$ cat src/common/cache_pkg.sv
`default_nettype none

package cache_pkg;

	// ----------------------------------------------------------------------
	// Widths
	// ----------------------------------------------------------------------

	// Processor address, top bit selects the uncached I/O window
	localparam int addr_width = 28;
	localparam int data_width = 32;
	localparam int words_per_block = 8;
	localparam int block_width = words_per_block * data_width;

	// Word offset inside a block
	localparam int offset_width = $clog2(words_per_block);

	// Address bit that routes a request to the I/O port
	localparam int io_bit = addr_width - 1;

	// ----------------------------------------------------------------------
	// Request types
	// ----------------------------------------------------------------------

	// Processor request, held stable until cpu_ready
	typedef struct packed {
		logic [addr_width-1:0] addr;
		logic [data_width-1:0] wdata;
		logic                  write;
	} cpu_req_t;

	// Block request towards memory, offset bits always zero
	typedef struct packed {
		logic [addr_width-1:0]  addr;
		logic [block_width-1:0] wblock;
		logic                   write;
	} mem_req_t;

	// I/O side sees the processor request unchanged
	typedef cpu_req_t io_req_t;

	// ----------------------------------------------------------------------
	// Controller FSM
	// ----------------------------------------------------------------------

	typedef enum logic [2:0] {
		idle,
		compare_tag,
		write_back,
		allocate,
		allocate_wait,
		flush_scan,
		flush_write
	} cache_state_e;

endpackage

`default_nettype wire

$ cat src/cache/cache_controller.sv
`timescale 1ns/1ps
`default_nettype none

module cache_controller #(
	parameter int index_width = 10,
	localparam int tag_width = cache_pkg::addr_width - 1 - index_width
		- cache_pkg::offset_width
) (
	input  logic                                    clk,
	input  logic                                    rst_n,

	// Processor side
	input  cache_pkg::cpu_req_t                     cpu_req,
	input  logic                                    cpu_valid,
	input  logic                                    cpu_flush,
	output logic [cache_pkg::data_width-1:0]        cpu_rdata,
	output logic                                    cpu_ready,

	// Memory side
	output cache_pkg::mem_req_t                     mem_req,
	output logic                                    mem_valid,
	input  logic [cache_pkg::block_width-1:0]       mem_rblock,
	input  logic                                    mem_ready,

	// Uncached I/O side
	output cache_pkg::io_req_t                      io_req,
	output logic                                    io_valid,
	input  logic [cache_pkg::data_width-1:0]        io_rdata,
	input  logic                                    io_ready,

	// Way storage, shared read/write port plus per-way strobes
	output logic [index_width-1:0]                  way_index,
	output logic [tag_width-1:0]                    way_lookup_tag,
	output logic [1:0]                              way_write_en,
	output logic [tag_width-1:0]                    way_write_tag,
	output logic [cache_pkg::block_width-1:0]       way_write_block,
	output logic                                    way_write_valid,
	output logic                                    way_write_dirty,
	output logic                                    way_lru_write_en,
	output logic                                    way_lru_value,
	input  logic [1:0]                              way_hit,
	input  logic [1:0]                              way_valid,
	input  logic [1:0]                              way_dirty,
	input  logic [1:0][tag_width-1:0]               way_tag,
	input  logic [1:0][cache_pkg::block_width-1:0]  way_block,
	input  logic                                    way_lru
);

	import cache_pkg::*;

	cache_state_e state_q;
	cache_state_e state_d;

	// Flush walk position and completion pulse
	logic [index_width-1:0] flush_set_q;
	logic                   flush_way_q;
	logic                   flush_done_q;

	logic [tag_width-1:0]    req_tag;
	logic [index_width-1:0]  req_index;
	logic [offset_width-1:0] req_offset;
	logic                    io_sel;
	logic                    in_flush;
	logic                    hit_any;
	logic                    victim_dirty;
	logic                    flush_line_dirty;
	logic                    flush_last;
	logic                    flush_step;
	logic                    sel_way;
	logic [tag_width-1:0]    line_tag;
	logic [block_width-1:0]  sel_block;
	logic [block_width-1:0]  merged_block;
	logic [data_width-1:0]   cache_rdata;
	logic                    cache_ready;

	// ----------------------------------------------------------------------
	// Address split and I/O bypass
	// ----------------------------------------------------------------------

	assign req_offset = cpu_req.addr[offset_width-1:0];
	assign req_index = cpu_req.addr[offset_width +: index_width];
	assign req_tag = cpu_req.addr[offset_width + index_width +: tag_width];

	// Flush wins over the I/O window
	assign io_sel = cpu_req.addr[io_bit] && !cpu_flush;
	assign io_req = cpu_req;
	assign io_valid = cpu_valid && io_sel;

	// ----------------------------------------------------------------------
	// Way selection
	// ----------------------------------------------------------------------

	assign in_flush = (state_q == flush_scan) || (state_q == flush_write);
	assign hit_any = |way_hit;

	// Stored LRU bit names the way to replace
	assign victim_dirty = way_valid[way_lru] && way_dirty[way_lru];
	assign flush_line_dirty = way_valid[flush_way_q] && way_dirty[flush_way_q];
	assign flush_last = flush_way_q && (&flush_set_q);
	assign flush_step = ((state_q == flush_scan) && !flush_line_dirty)
		|| ((state_q == flush_write) && mem_ready);

	always_comb begin
		case (state_q)
			compare_tag: sel_way = way_hit[1];
			flush_scan, flush_write: sel_way = flush_way_q;
			default: sel_way = way_lru;
		endcase
	end

	assign sel_block = way_block[sel_way];
	assign way_index = in_flush ? flush_set_q : req_index;
	assign way_lookup_tag = req_tag;

	// Word read and write merge at the request offset
	assign cache_rdata = sel_block[req_offset*data_width +: data_width];

	always_comb begin
		merged_block = sel_block;
		merged_block[req_offset*data_width +: data_width] = cpu_req.wdata;
	end

	// ----------------------------------------------------------------------
	// FSM
	// ----------------------------------------------------------------------

	always_comb begin
		state_d = state_q;
		case (state_q)
			idle: begin
				// Hold off one cycle while the flush ready pulse is out
				if (cpu_valid && !flush_done_q) begin
					if (cpu_flush) begin
						state_d = flush_scan;
					end else if (!io_sel) begin
						state_d = compare_tag;
					end
				end
			end
			compare_tag: begin
				if (hit_any) begin
					state_d = idle;
				end else if (victim_dirty) begin
					state_d = write_back;
				end else begin
					state_d = allocate;
				end
			end
			write_back: begin
				if (mem_ready) begin
					state_d = allocate;
				end
			end
			allocate: begin
				if (mem_ready) begin
					state_d = allocate_wait;
				end
			end
			allocate_wait: state_d = compare_tag;
			flush_scan: begin
				if (flush_line_dirty) begin
					state_d = flush_write;
				end else if (flush_last) begin
					state_d = idle;
				end
			end
			flush_write: begin
				if (mem_ready) begin
					state_d = flush_last ? idle : flush_scan;
				end
			end
			default: state_d = idle;
		endcase
	end

	always_ff @(posedge clk or negedge rst_n) begin
		if (!rst_n) begin
			state_q <= idle;
			flush_set_q <= '0;
			flush_way_q <= 1'b0;
			flush_done_q <= 1'b0;
		end else begin
			state_q <= state_d;
			flush_done_q <= flush_step && flush_last;
			// Way 0 then way 1 of each set, wraps back to zero at the end
			if (flush_step) begin
				flush_way_q <= !flush_way_q;
				if (flush_way_q) begin
					flush_set_q <= flush_set_q + 1'b1;
				end
			end
		end
	end

	// ----------------------------------------------------------------------
	// Way writes and LRU update
	// ----------------------------------------------------------------------

	always_comb begin
		way_write_en = 2'b00;
		way_write_tag = way_tag[sel_way];
		way_write_block = sel_block;
		way_write_valid = 1'b1;
		way_write_dirty = 1'b0;
		way_lru_write_en = 1'b0;
		// Point LRU away from the way just used
		way_lru_value = !sel_way;
		case (state_q)
			compare_tag: begin
				if (hit_any) begin
					way_lru_write_en = 1'b1;
					if (cpu_req.write) begin
						way_write_en[sel_way] = 1'b1;
						way_write_block = merged_block;
						way_write_dirty = 1'b1;
					end
				end
			end
			allocate: begin
				if (mem_ready) begin
					way_write_en[sel_way] = 1'b1;
					way_write_tag = req_tag;
					way_write_block = mem_rblock;
					way_lru_write_en = 1'b1;
				end
			end
			flush_scan, flush_write: begin
				if (flush_step) begin
					way_write_en[sel_way] = 1'b1;
					way_write_valid = 1'b0;
				end
			end
			default: ;
		endcase
	end

	// ----------------------------------------------------------------------
	// Memory and processor outputs
	// ----------------------------------------------------------------------

	assign line_tag = (state_q == allocate) ? req_tag : way_tag[sel_way];

	always_comb begin
		mem_req.addr = {1'b0, line_tag, way_index, {offset_width{1'b0}}};
		mem_req.wblock = sel_block;
		mem_req.write = (state_q != allocate);
	end

	assign mem_valid = (state_q == write_back) || (state_q == allocate)
		|| (state_q == flush_write);

	assign cache_ready = ((state_q == compare_tag) && hit_any) || flush_done_q;
	assign cpu_ready = io_sel ? io_ready : cache_ready;
	assign cpu_rdata = io_sel ? io_rdata : cache_rdata;

	// Memory side sees a steady request until it answers
	assert property (@(posedge clk) disable iff (!rst_n)
		mem_valid && !mem_ready |=> mem_valid && $stable(mem_req))
		else $error("cache_controller: mem_req changed while waiting");

	// A block never lives in both ways of a set
	assert property (@(posedge clk) disable iff (!rst_n) !(way_hit[0] && way_hit[1]))
		else $error("cache_controller: both ways hit");

	assert property (@(posedge clk) disable iff (!rst_n) cpu_ready |=> !cpu_ready)
		else $error("cache_controller: cpu_ready longer than one cycle");

endmodule

`default_nettype wire

$ cat config.mk
export PLATFORM = sky130hd
export DESIGN_NAME = cache_controller
export DESIGN_NICKNAME = d
export VERILOG_FILES = /design/src/common/cache_pkg.sv /design/src/cache/cache_controller.sv
export SDC_FILE = /design/constraint.sdc
export NUM_CORES = 1
export LEC_CHECK = 0
export ABC_AREA = 1
export BUFFER_PORTS_ARGS = -buffer_cell sky130_fd_sc_hd__buf_4
export CAP_MARGIN = 20
export CORE_AREA = 2 2 608 610
export CTS_CLUSTER_SIZE = 30
export DETAILED_ROUTE_END_ITERATION = 12
export DIE_AREA = 0 0 610 612
export HOLD_SLACK_MARGIN = 0.15
export MAX_ROUTING_LAYER = met4
export PLACE_DENSITY_LB_ADDON = 0.1
export SLEW_MARGIN = 20
export SYNTH_ARGS = -nofsm -noshare
export SYNTH_HDL_FRONTEND = slang
export SYNTH_SLANG_ARGS = --single-unit
export TNS_END_PERCENT = 100
$ cat constraint.sdc
create_clock -name clk -period 4.8 [get_ports clk]
set_clock_uncertainty 0.1 [all_clocks]
set_input_delay 0.96 -clock clk [delete_from_list [all_inputs] [get_ports clk]]
set_output_delay 0.96 -clock clk [all_outputs]
set_load 0.02 [all_outputs]
======== After elaboration in Yosys (flattened, before gate mapping) ========
Index checks and enable logic that the tools add are counted.
word-level totals
  logic and storage cells ................. 104
  bits in registers ....................... 15
  input port bits ......................... 902
  output and inout port bits .............. 681
cells by class
  reduce and logical (&&, ||, !) cells .... 27
  equal/unequal tests ..................... 13
  shift operators ......................... 3
  $add $sub $neg .......................... 2
  mux-type cells .......................... 51
  $lt $le $gt $ge ......................... 4
operator list
  cell                                                                        number
  256-bit 2-to-1 mux                                                          5
  256-bit case mux with 2 select lines                                        1
  256-bit bitwise mux                                                         1
  32-bit by 34-bit variable shift with 256-bit output (first input constant)  1
  256-bit by 9-bit variable part select with 32-bit output                    1
  32-bit by 34-bit variable part select with 256-bit output                   1
  14-bit 2-to-1 mux                                                           5
  8-bit negator with 34-bit output                                            1
  32-bit 2-to-1 mux                                                           1
  3-bit 2-to-1 mux                                                            9
  3-bit case mux with 7 select lines                                          1
  1-bit 2-to-1 mux                                                            18
  1-bit logical AND                                                           11
  10-bit by 1-bit adder with 10-bit output (second input constant)            1
  10-bit 2-to-1 mux                                                           1
  2-bit 2-to-1 mux                                                            5
  10-bit AND reduction                                                        1
  3-bit == test (second input constant)                                       3
  2-bit inequality test (second input constant)                               4
  3-bit by 2-bit == test with 1-bit output (second input constant)            2
  1-bit by 2-bit < comparator with 1-bit output (second input constant)       3
  3-bit inequality test (second input constant)                               2
  2-bit case mux with 3 select lines                                          1
  6-bit AND reduction                                                         1
  10 further kinds                                                            20

======== Logic depth before layout (Yosys ltp) ========
Gate-level depths: netlist of the first run.
  depth after elaboration ................. 10
  mapped depth ............................ 16
  gate-level depth less buffers ........... 13

======== Least setup slack after synthesis of the first run ========
Ideal clock, no wire load.
  kind .................................... input -> output
  from .................................... input port cpu_req[33] (netlist name)
  to ...................................... output port way_write_block[228] (netlist name)
  path buffers ............................ 2
  slack ................................... -24 ps
  arrival ................................. 3764 ps
  data required time ...................... 3740 ps
  cell stages on the path ................. 10
  cell sequence ........................... inv_2 > clkbuf_1 > buf_1 > ha_1 > ha_1 > nor2_1 > nand3_1 > nor2_1 > nand2_1 > o311ai_0
on the way
  cells in the longest elaborated chain, start to end .. 6
  elaborated cells on any way between the ends .. 7
  those cells by class .................... 1 x add/sub; 2 x shift; 4 x mux
RTL lines
  what                                                                                                                                     line                     RTL
  start, declared                                                                                                                          cache_controller.sv:13   input cache_pkg::cpu_req_t cpu_req,
  8-bit negator with 34-bit output (*)                                                                                                     cache_controller.sv:120  merged_block[req_offset*data_width +: data_width] = cpu_req.wdata;
  32-bit by 34-bit variable part select with 256-bit output / 32-bit by 34-bit variable shift with 256-bit output (equally long branches)  cache_controller.sv:120
  256-bit bitwise mux (*)                                                                                                                  cache_controller.sv:120
  256-bit 2-to-1 mux (*)                                                                                                                   cache_controller.sv:212  if (cpu_req.write) begin
  256-bit 2-to-1 mux (*)                                                                                                                   cache_controller.sv:210  if (hit_any) begin
  256-bit case mux with 2 select lines (*)                                                                                                 cache_controller.sv:208  case (state_q)
  end, declared                                                                                                                            cache_controller.sv:36   output logic [cache_pkg::block_width-1:0] way_write_block,
Every way passes the cells marked *; elsewhere a longest branch is shown, timed or not.

======== Final worst setup path of the first run ========
  from .................................... input port cpu_req[34] (netlist name)
  to ...................................... output port way_write_block[107] (netlist name)
Same word-level chain as after synthesis.

==> flow_summary.toml, run 1 <==
[status]
status = "finished clean"

[worst_setup_path]
rr_worst_depth = 7
critPathMaxFanout = 12
cp_slowest_cell = "nand3_1"
start_kind = "input port"
worst_r2r_endpoint = "flush_set_q[7]"
path_cells = "buf_6 > inv_2 > ha_1 > ha_1 > nor2_1 > inv_1 > buf_4 > nor2_1 > nand3_1 > o221ai_1 > buf_4"
reg2reg_from = "state_q[2]"
max_stage_delay_ns = 0.47
cp_num_cells = 11
cp-startpoint = "cpu_req[34]"
criticalPathCategory = "input port to output port"
end_kind = "output port"
path_buf_inv = 5
cp.arrival_ns = 3.68
crit_end = "way_write_block[107]"
worstPathRequired_ns = 3.74
ff2ff_setup_slack_ns = 1.89
cp_top_family = "simple AND/OR/NAND/NOR gates"

[sta]
relSlewSlack = 0.2873
period_minus_slack_ns = 4.741
drv_slew = 0
setup_viol = 0
rsz0062_at_grt = "false"
post-route-period-util = 0.9878
worstMarginPinSlew_ns = 1.069
worst_hold_slack_ns = 0.4203
max_freq_mhz = 210.9
final-hold-violation-count = 0
fin_tns_setup_ns = 0

[floorplan]
die_w_um = 610
fp.dieArea_um2 = 373300
coreArea_um2 = 367200
io_pins = 1583
placementRows = 223
die_h_um = 612
start_util = 0.04250

[yosys]
synth-edff-count = 0
synth_ff_type = "dfrtp_1"
syn_area_um2 = 15600
ys_seq_elements = 15
synth_cells = 3223
synth-xor-area-share = 0.005051
synthSimpleGateAreaFrac = 0.5738
yosys_warnings = 0
synthArstFlopShare = 1.000
synthMuxAreaShare = 0.005532
syn_avg_cell_area_um2 = 4.842
synth_compound_area_frac = 0.1656
yosysUniqueCellTypes = 46
synth_top_family_by_area = "simple AND/OR/NAND/NOR gates"
ys_seq_area_frac = 0.02405
synthAdderAreaFrac = 0.005613

[drt]
wl_per_cell_um = 41.18
wl_mm = 406.4
drcViolationCount = 0
drtIter0Drc = 2483
final_antenna_net_count = 0
vias = 32000
drt_pass1_iterations = 6
routed_via_density = 3.242

[power]
swShare = 0.6986
clkPwrFrac = 0.007
switching_power_mw = 18.73
irDropWorstVdd_v = 0.0002961
powerDensity_nw_per_um2 = 721.9
pwr-share-seq = 0.008
internal_power_mw = 8.083
power_frac_comb = 0.985
power.leakage_nw = 18.27

[worst_hold_path]
hp-class = "flop to flop"

[cells_and_area]
nNetsFinal = 5881
fin_area_um2 = 37140
fin_cells = 9871
drive_gt1_frac = 0.4339
area_delta_synth_final_pct = 138.0
nFillCells = 43770

[grt]
grt_max_degree = 116
grt_usage = 0.2143
grt_pass1_wl_mm = 478.3
grt_pass1_vias = 32640
antenna_found_initial = 200
overflow = 0

[cts]
cts_tree = "done"
htree_levels = 1
cts_buffers = 3
insertion_delay_ns = 0.26
cts_hold_buf = 0
clock-sinks = 15
cts-root-buf = "clkbuf_16"
cts.clk_slew.worst_paths_ns = 0.05
cts_buffer_depth = 2

[placed_design]
dpl_cell_area_um2 = 36560
io_buffers = 1578
place_congestion = 0.8368
dp.cells = 9789
hpwlAfterDp_mm = 375.1

[flow_run]
drv_cap = 0
layout by cell type (no fill, tap or decap), types with 8 or more instances in the layout:
master and count:
diode_2 63, dfrtp_1 15, buf_12 84, nand2_1 1110
o211ai_1 71, nor2_4 10, nand3_1 407, o21ai_1 14
nand2_2 11, nor3_1 12, o221ai_1 77, o21ai_0 88
a21oi_1 12, inv_1 437, nor2_1 165, a32oi_1 31
a22oi_1 47, nand4_1 229, buf_4 1983, and2_1 62
xor2_1 8, nor2_2 8, inv_2 9
state kept, by name, indices dropped and copies added, names as in the netlist:
signal,flops
flush_done_q,1
state_q,3
flush_set_q,10
flush_way_q,1
final cells by class:
cell class	count	area, µm²	area share
Antenna cell	63	157.7	0.004245
Clock buffer	3	75.07	0.002021
Clock inverter	1	5.005	0.0001348
Inverter	457	1739	0.04683
Multi-Input combinational cell	2421	12070	0.3250
Sequential cell	15	375.4	0.01011
Tap cell	4837	6052	0.1629
Timing Repair Buffer	2074	16660	0.4487
through the flow:
stage	utilization	worst slack, ns	total power [mW]
final	0.1011	0.05862	26.81
after global routing	0.1010	0.004087	28.18
after CTS	0.1004	-0.04985	27.52
after detailed placement	0.09956	-0.4387	27.18
after global placement	0.09945	-0.5072	27.25
after floorplan	-	0.1060	9.516
routing by layer:
layer,global-route usage,share of wire
met5,-,0
met4,0.02282,0.015
met3,0.05431,0.069
met2,0.3891,0.52
met1,0.2418,0.40
logic make-up (layout without fill, tap and decap cells):
| logic type | after synthesis | in the layout |
|---|---|---|
| and+or+nand+nor | 2029 | 2029 |
| buffers and inverters | 790 | 2535 |
| AOI/OAI and AO/OA | 364 | 364 |
| DFF | 15 | 15 |
| xor gates and xnor gates | 9 | 9 |
| muxes | 8 | 8 |
| adders and majority gates | 7 | 7 |
| other | 1 | 67 |
power groups by stage:
stage               clock (mW)  sequential (mW)  combinational [mW]
detailed placement           0            0.222                27.0
CTS                      0.185            0.220                27.1
finish                   0.176            0.219                26.4
global placement             0            0.221                27.0
floorplan                    0            0.182                9.33
global route             0.193            0.225                27.8
Yosys cell counts, drive strengths merged (3+ instances only):
library cell | count | area share
nand3 | 413 | 0.13
nor2 | 183 | 0.045
clkbuf | 135 | 0.032
nor3 | 15 | 0.0048
dfrtp | 15 | 0.024
inv | 451 | 0.11
ha | 7 | 0.0056
a32oi | 33 | 0.019
o21ai | 111 | 0.036
nand2 | 1122 | 0.27
o221ai | 83 | 0.047
o211ai | 71 | 0.034
xor2 | 8 | 0.0045
clkinv | 6 | 0.0015
and2 | 62 | 0.025
a22oi | 47 | 0.023
a21oi | 12 | 0.0038
nand4 | 230 | 0.093
mux2i | 3 | 0.0019
mux2 | 5 | 0.0036
buf | 198 | 0.078
worst min-delay path by stage:
stage                              start  slack [ns]  cells past startpoint              to
after global routing      flush_set_q[9]        0.47                      1  flush_set_q[9]
final                     flush_set_q[8]        0.42                      1  flush_set_q[8]
after detailed placement  flush_set_q[8]        0.42                      1  flush_set_q[8]
after floorplan           flush_set_q[8]        0.36                      1  flush_set_q[8]
after CTS                 flush_set_q[8]        0.43                      1  flush_set_q[8]
after global placement    flush_set_q[8]        0.41                      1  flush_set_q[8]
repair_timing:
item | in CTS | in global routing
buffers inserted | 8 | 6
pin swaps | 3 | 4
setup endpoints to repair | 108 | 60
cloned | 0 | 1
gates resized for setup | 38 | 12
Power figures use the tool's default switching activity.
==> run 2: changes to the inputs <==
CORE_AREA = 3 3 609 611   (was 2 2 608 610)
DIE_AREA = 0 0 612 614   (was 0 0 610 612)
==> flow_summary.toml, run 2 (synthesized netlist as in run 1, its figures left out) <==
[worst_setup_path]
end_kind = "output port"
cp_slowest_cell = "a22oi_1"
criticalPathCategory = "input port to output port"
reg2reg_from = "flush_way_q"
start_kind = "input port"
crit_top_cell = "buf_4"
ff2ff_setup_slack_ns = 2.16
worst_r2r_endpoint = "flush_set_q[7]"
cp.arrival_ns = 3.66
rr_worst_depth = 9
critPathMaxFanout = 5
worstPathRequired_ns = 3.74
max_stage_delay_ns = 0.68
path_cells = "buf_4 > inv_2 > ha_1 > ha_1 > buf_4 > nor2_4 > nand3_1 > nor2_1 > buf_4 > nand2_1 > inv_1 > a22oi_1 > nand2_1 > buf_4"
cp-startpoint = "cpu_req[34]"

[floorplan]
die_h_um = 614
start_util = 0.04269
fp.dieArea_um2 = 375800
placementRows = 222
coreArea_um2 = 365500
io_pins = 1583
die_w_um = 612

[power]
powerDensity_nw_per_um2 = 725.5
clkPwrFrac = 0.007
irDropWorstVdd_v = 0.0002966
pwr-share-seq = 0.008
power_frac_comb = 0.986
swShare = 0.7023
power.leakage_nw = 18.34
switching_power_mw = 19.08
total_power_mw = 27.17
internal_power_mw = 8.088

[cells_and_area]
fin_cells = 9868
largest_reg_flops = 10
drive_gt1_frac = 0.4338
top_register = "flush_set_q"
reg_top3 = "flush_set_q (10), state_q (3)"
area_delta_synth_final_pct = 140.0
nNetsFinal = 5871
final_common_cell = "buf_4"
layout_common_cells = "buf_4, nand2_1, inv_1"
post-route-util = 0.1025

[grt]
antenna_found_initial = 199
grt_pass1_wl_mm = 486.8
grt_use_met2 = 0.3870
use_met1 = 0.2450
grt_max_degree = 109
grt_usage = 0.2162
grt_pass1_vias = 33330
gr-max-usage-layer = "met2"
overflow = 0
met3_usage = 0.05005

[cts]
cts_buffer_depth = 2
cts-root-buf = "clkbuf_16"
htree_levels = 1
clock-sinks = 15
cts_buffers = 3
cts_hold_buf = 0
insertion_delay_ns = 0.26
cts.clk_slew.worst_paths_ns = 0.06
cts_tree = "done"

[worst_hold_path]
hp-class = "flop to flop"
min_from = "flush_set_q[9]"
holdPathStages = 1
hold_end = "flush_set_q[9]"

[sta]
max_freq_mhz = 212.0
worstMarginPinSlew_ns = 0.8949
setup_viol = 0
rsz0062_at_grt = "true"
final-hold-violation-count = 0
relSlewSlack = 0.3971
period_minus_slack_ns = 4.718
post-route-period-util = 0.9828
drv_slew = 0

[drt]
routed_via_density = 3.264
drtIter0Drc = 2486
vias = 32210
wl_per_cell_um = 42.02
drt_pass1_iterations = 6
drcViolationCount = 0
final_antenna_net_count = 0
wl_mm = 414.7

[status]
status = "finished clean"

[placed_design]
dp.cells = 9767
hpwlAfterDp_mm = 381.2
io_buffers = 1578
place_congestion = 0.8568

[flow_run]
drv_cap = 0
==> run 2: cell types whose count changed in the layout (fill, tap and decap cells not counted), sizes merged <==
cell      previous run  this run
inv                448       451
buf               2073      2064
clkinvlp             3         1
clkbuf               4         3
clkinv               7         6
diode               63        91
==> run 2: timing repair <==
item / in CTS / in global routing
pin swaps: 5 / 5
gates resized for setup: 40 / 21
setup endpoints to repair: 59 / 41
buffers inserted: 6 / 0
==> run 2: cell type report <==
class / count / area (µm²)
well taps: 4816 / 6026
flip-flops and latches: 15 / 375.4
multi-input cells: 2421 / 12140
clock buffers: 3 / 75.07
inverters: 457 / 1732
diodes: 91 / 227.7
repair buffers: 2064 / 16880
fillers: 43560 / 328100
clock inverters: 1 / 5.005
==> run 2: layer usage <==
metal	vias up	wire (µm)
li1	14170	-
met1	16180	165500
met2	1528	212700
met3	324	26560
met4	0	9900
met5	-	0
==> run 2: how the worst max path moves through the flow <==
stage	to
2_1_floorplan	way_write_block[165]
3_3_place_gp	way_write_block[124]
3_5_place_dp	way_write_block[123]
4_1_cts	way_write_block[212]
5_1_grt	way_write_block[124]
6_report	way_write_block[249]
==> run 2: critical path, delay by kind of cell <==
kind | cells | cell delay [ns]
and+or+nand+nor | 5 | 0.55
buffers and inverters | 6 | 0.91
AOI/OAI and AO/OA | 1 | 0.68
adders and majority gates | 2 | 0.52
==> run 2: power groups by stage <==
stage          clock network (mW)  registers (mW)  logic [mW]
2_1_floorplan                   0           0.182        9.33
3_3_place_gp                    0           0.216        27.4
3_5_place_dp                    0           0.215        27.3
4_1_cts                     0.185           0.213        27.5
5_1_grt                     0.190           0.216        28.0
6_report                    0.178           0.211        26.8
==> run 2: per-stage QoR <==
stage                     setup slack, ns  hold slack [ns]  setup TNS, ns  instance area, µm²
final                             0.08248           0.4376              0               37450
after global routing             -0.03251           0.4813        -0.1862               37400
after CTS                        0.005296           0.4378              0               37150
after detailed placement          -0.4592           0.4245         -8.122               36850
after global placement            -0.7357           0.4215         -17.45               36800
after floorplan                    0.1060           0.3578              0               15620
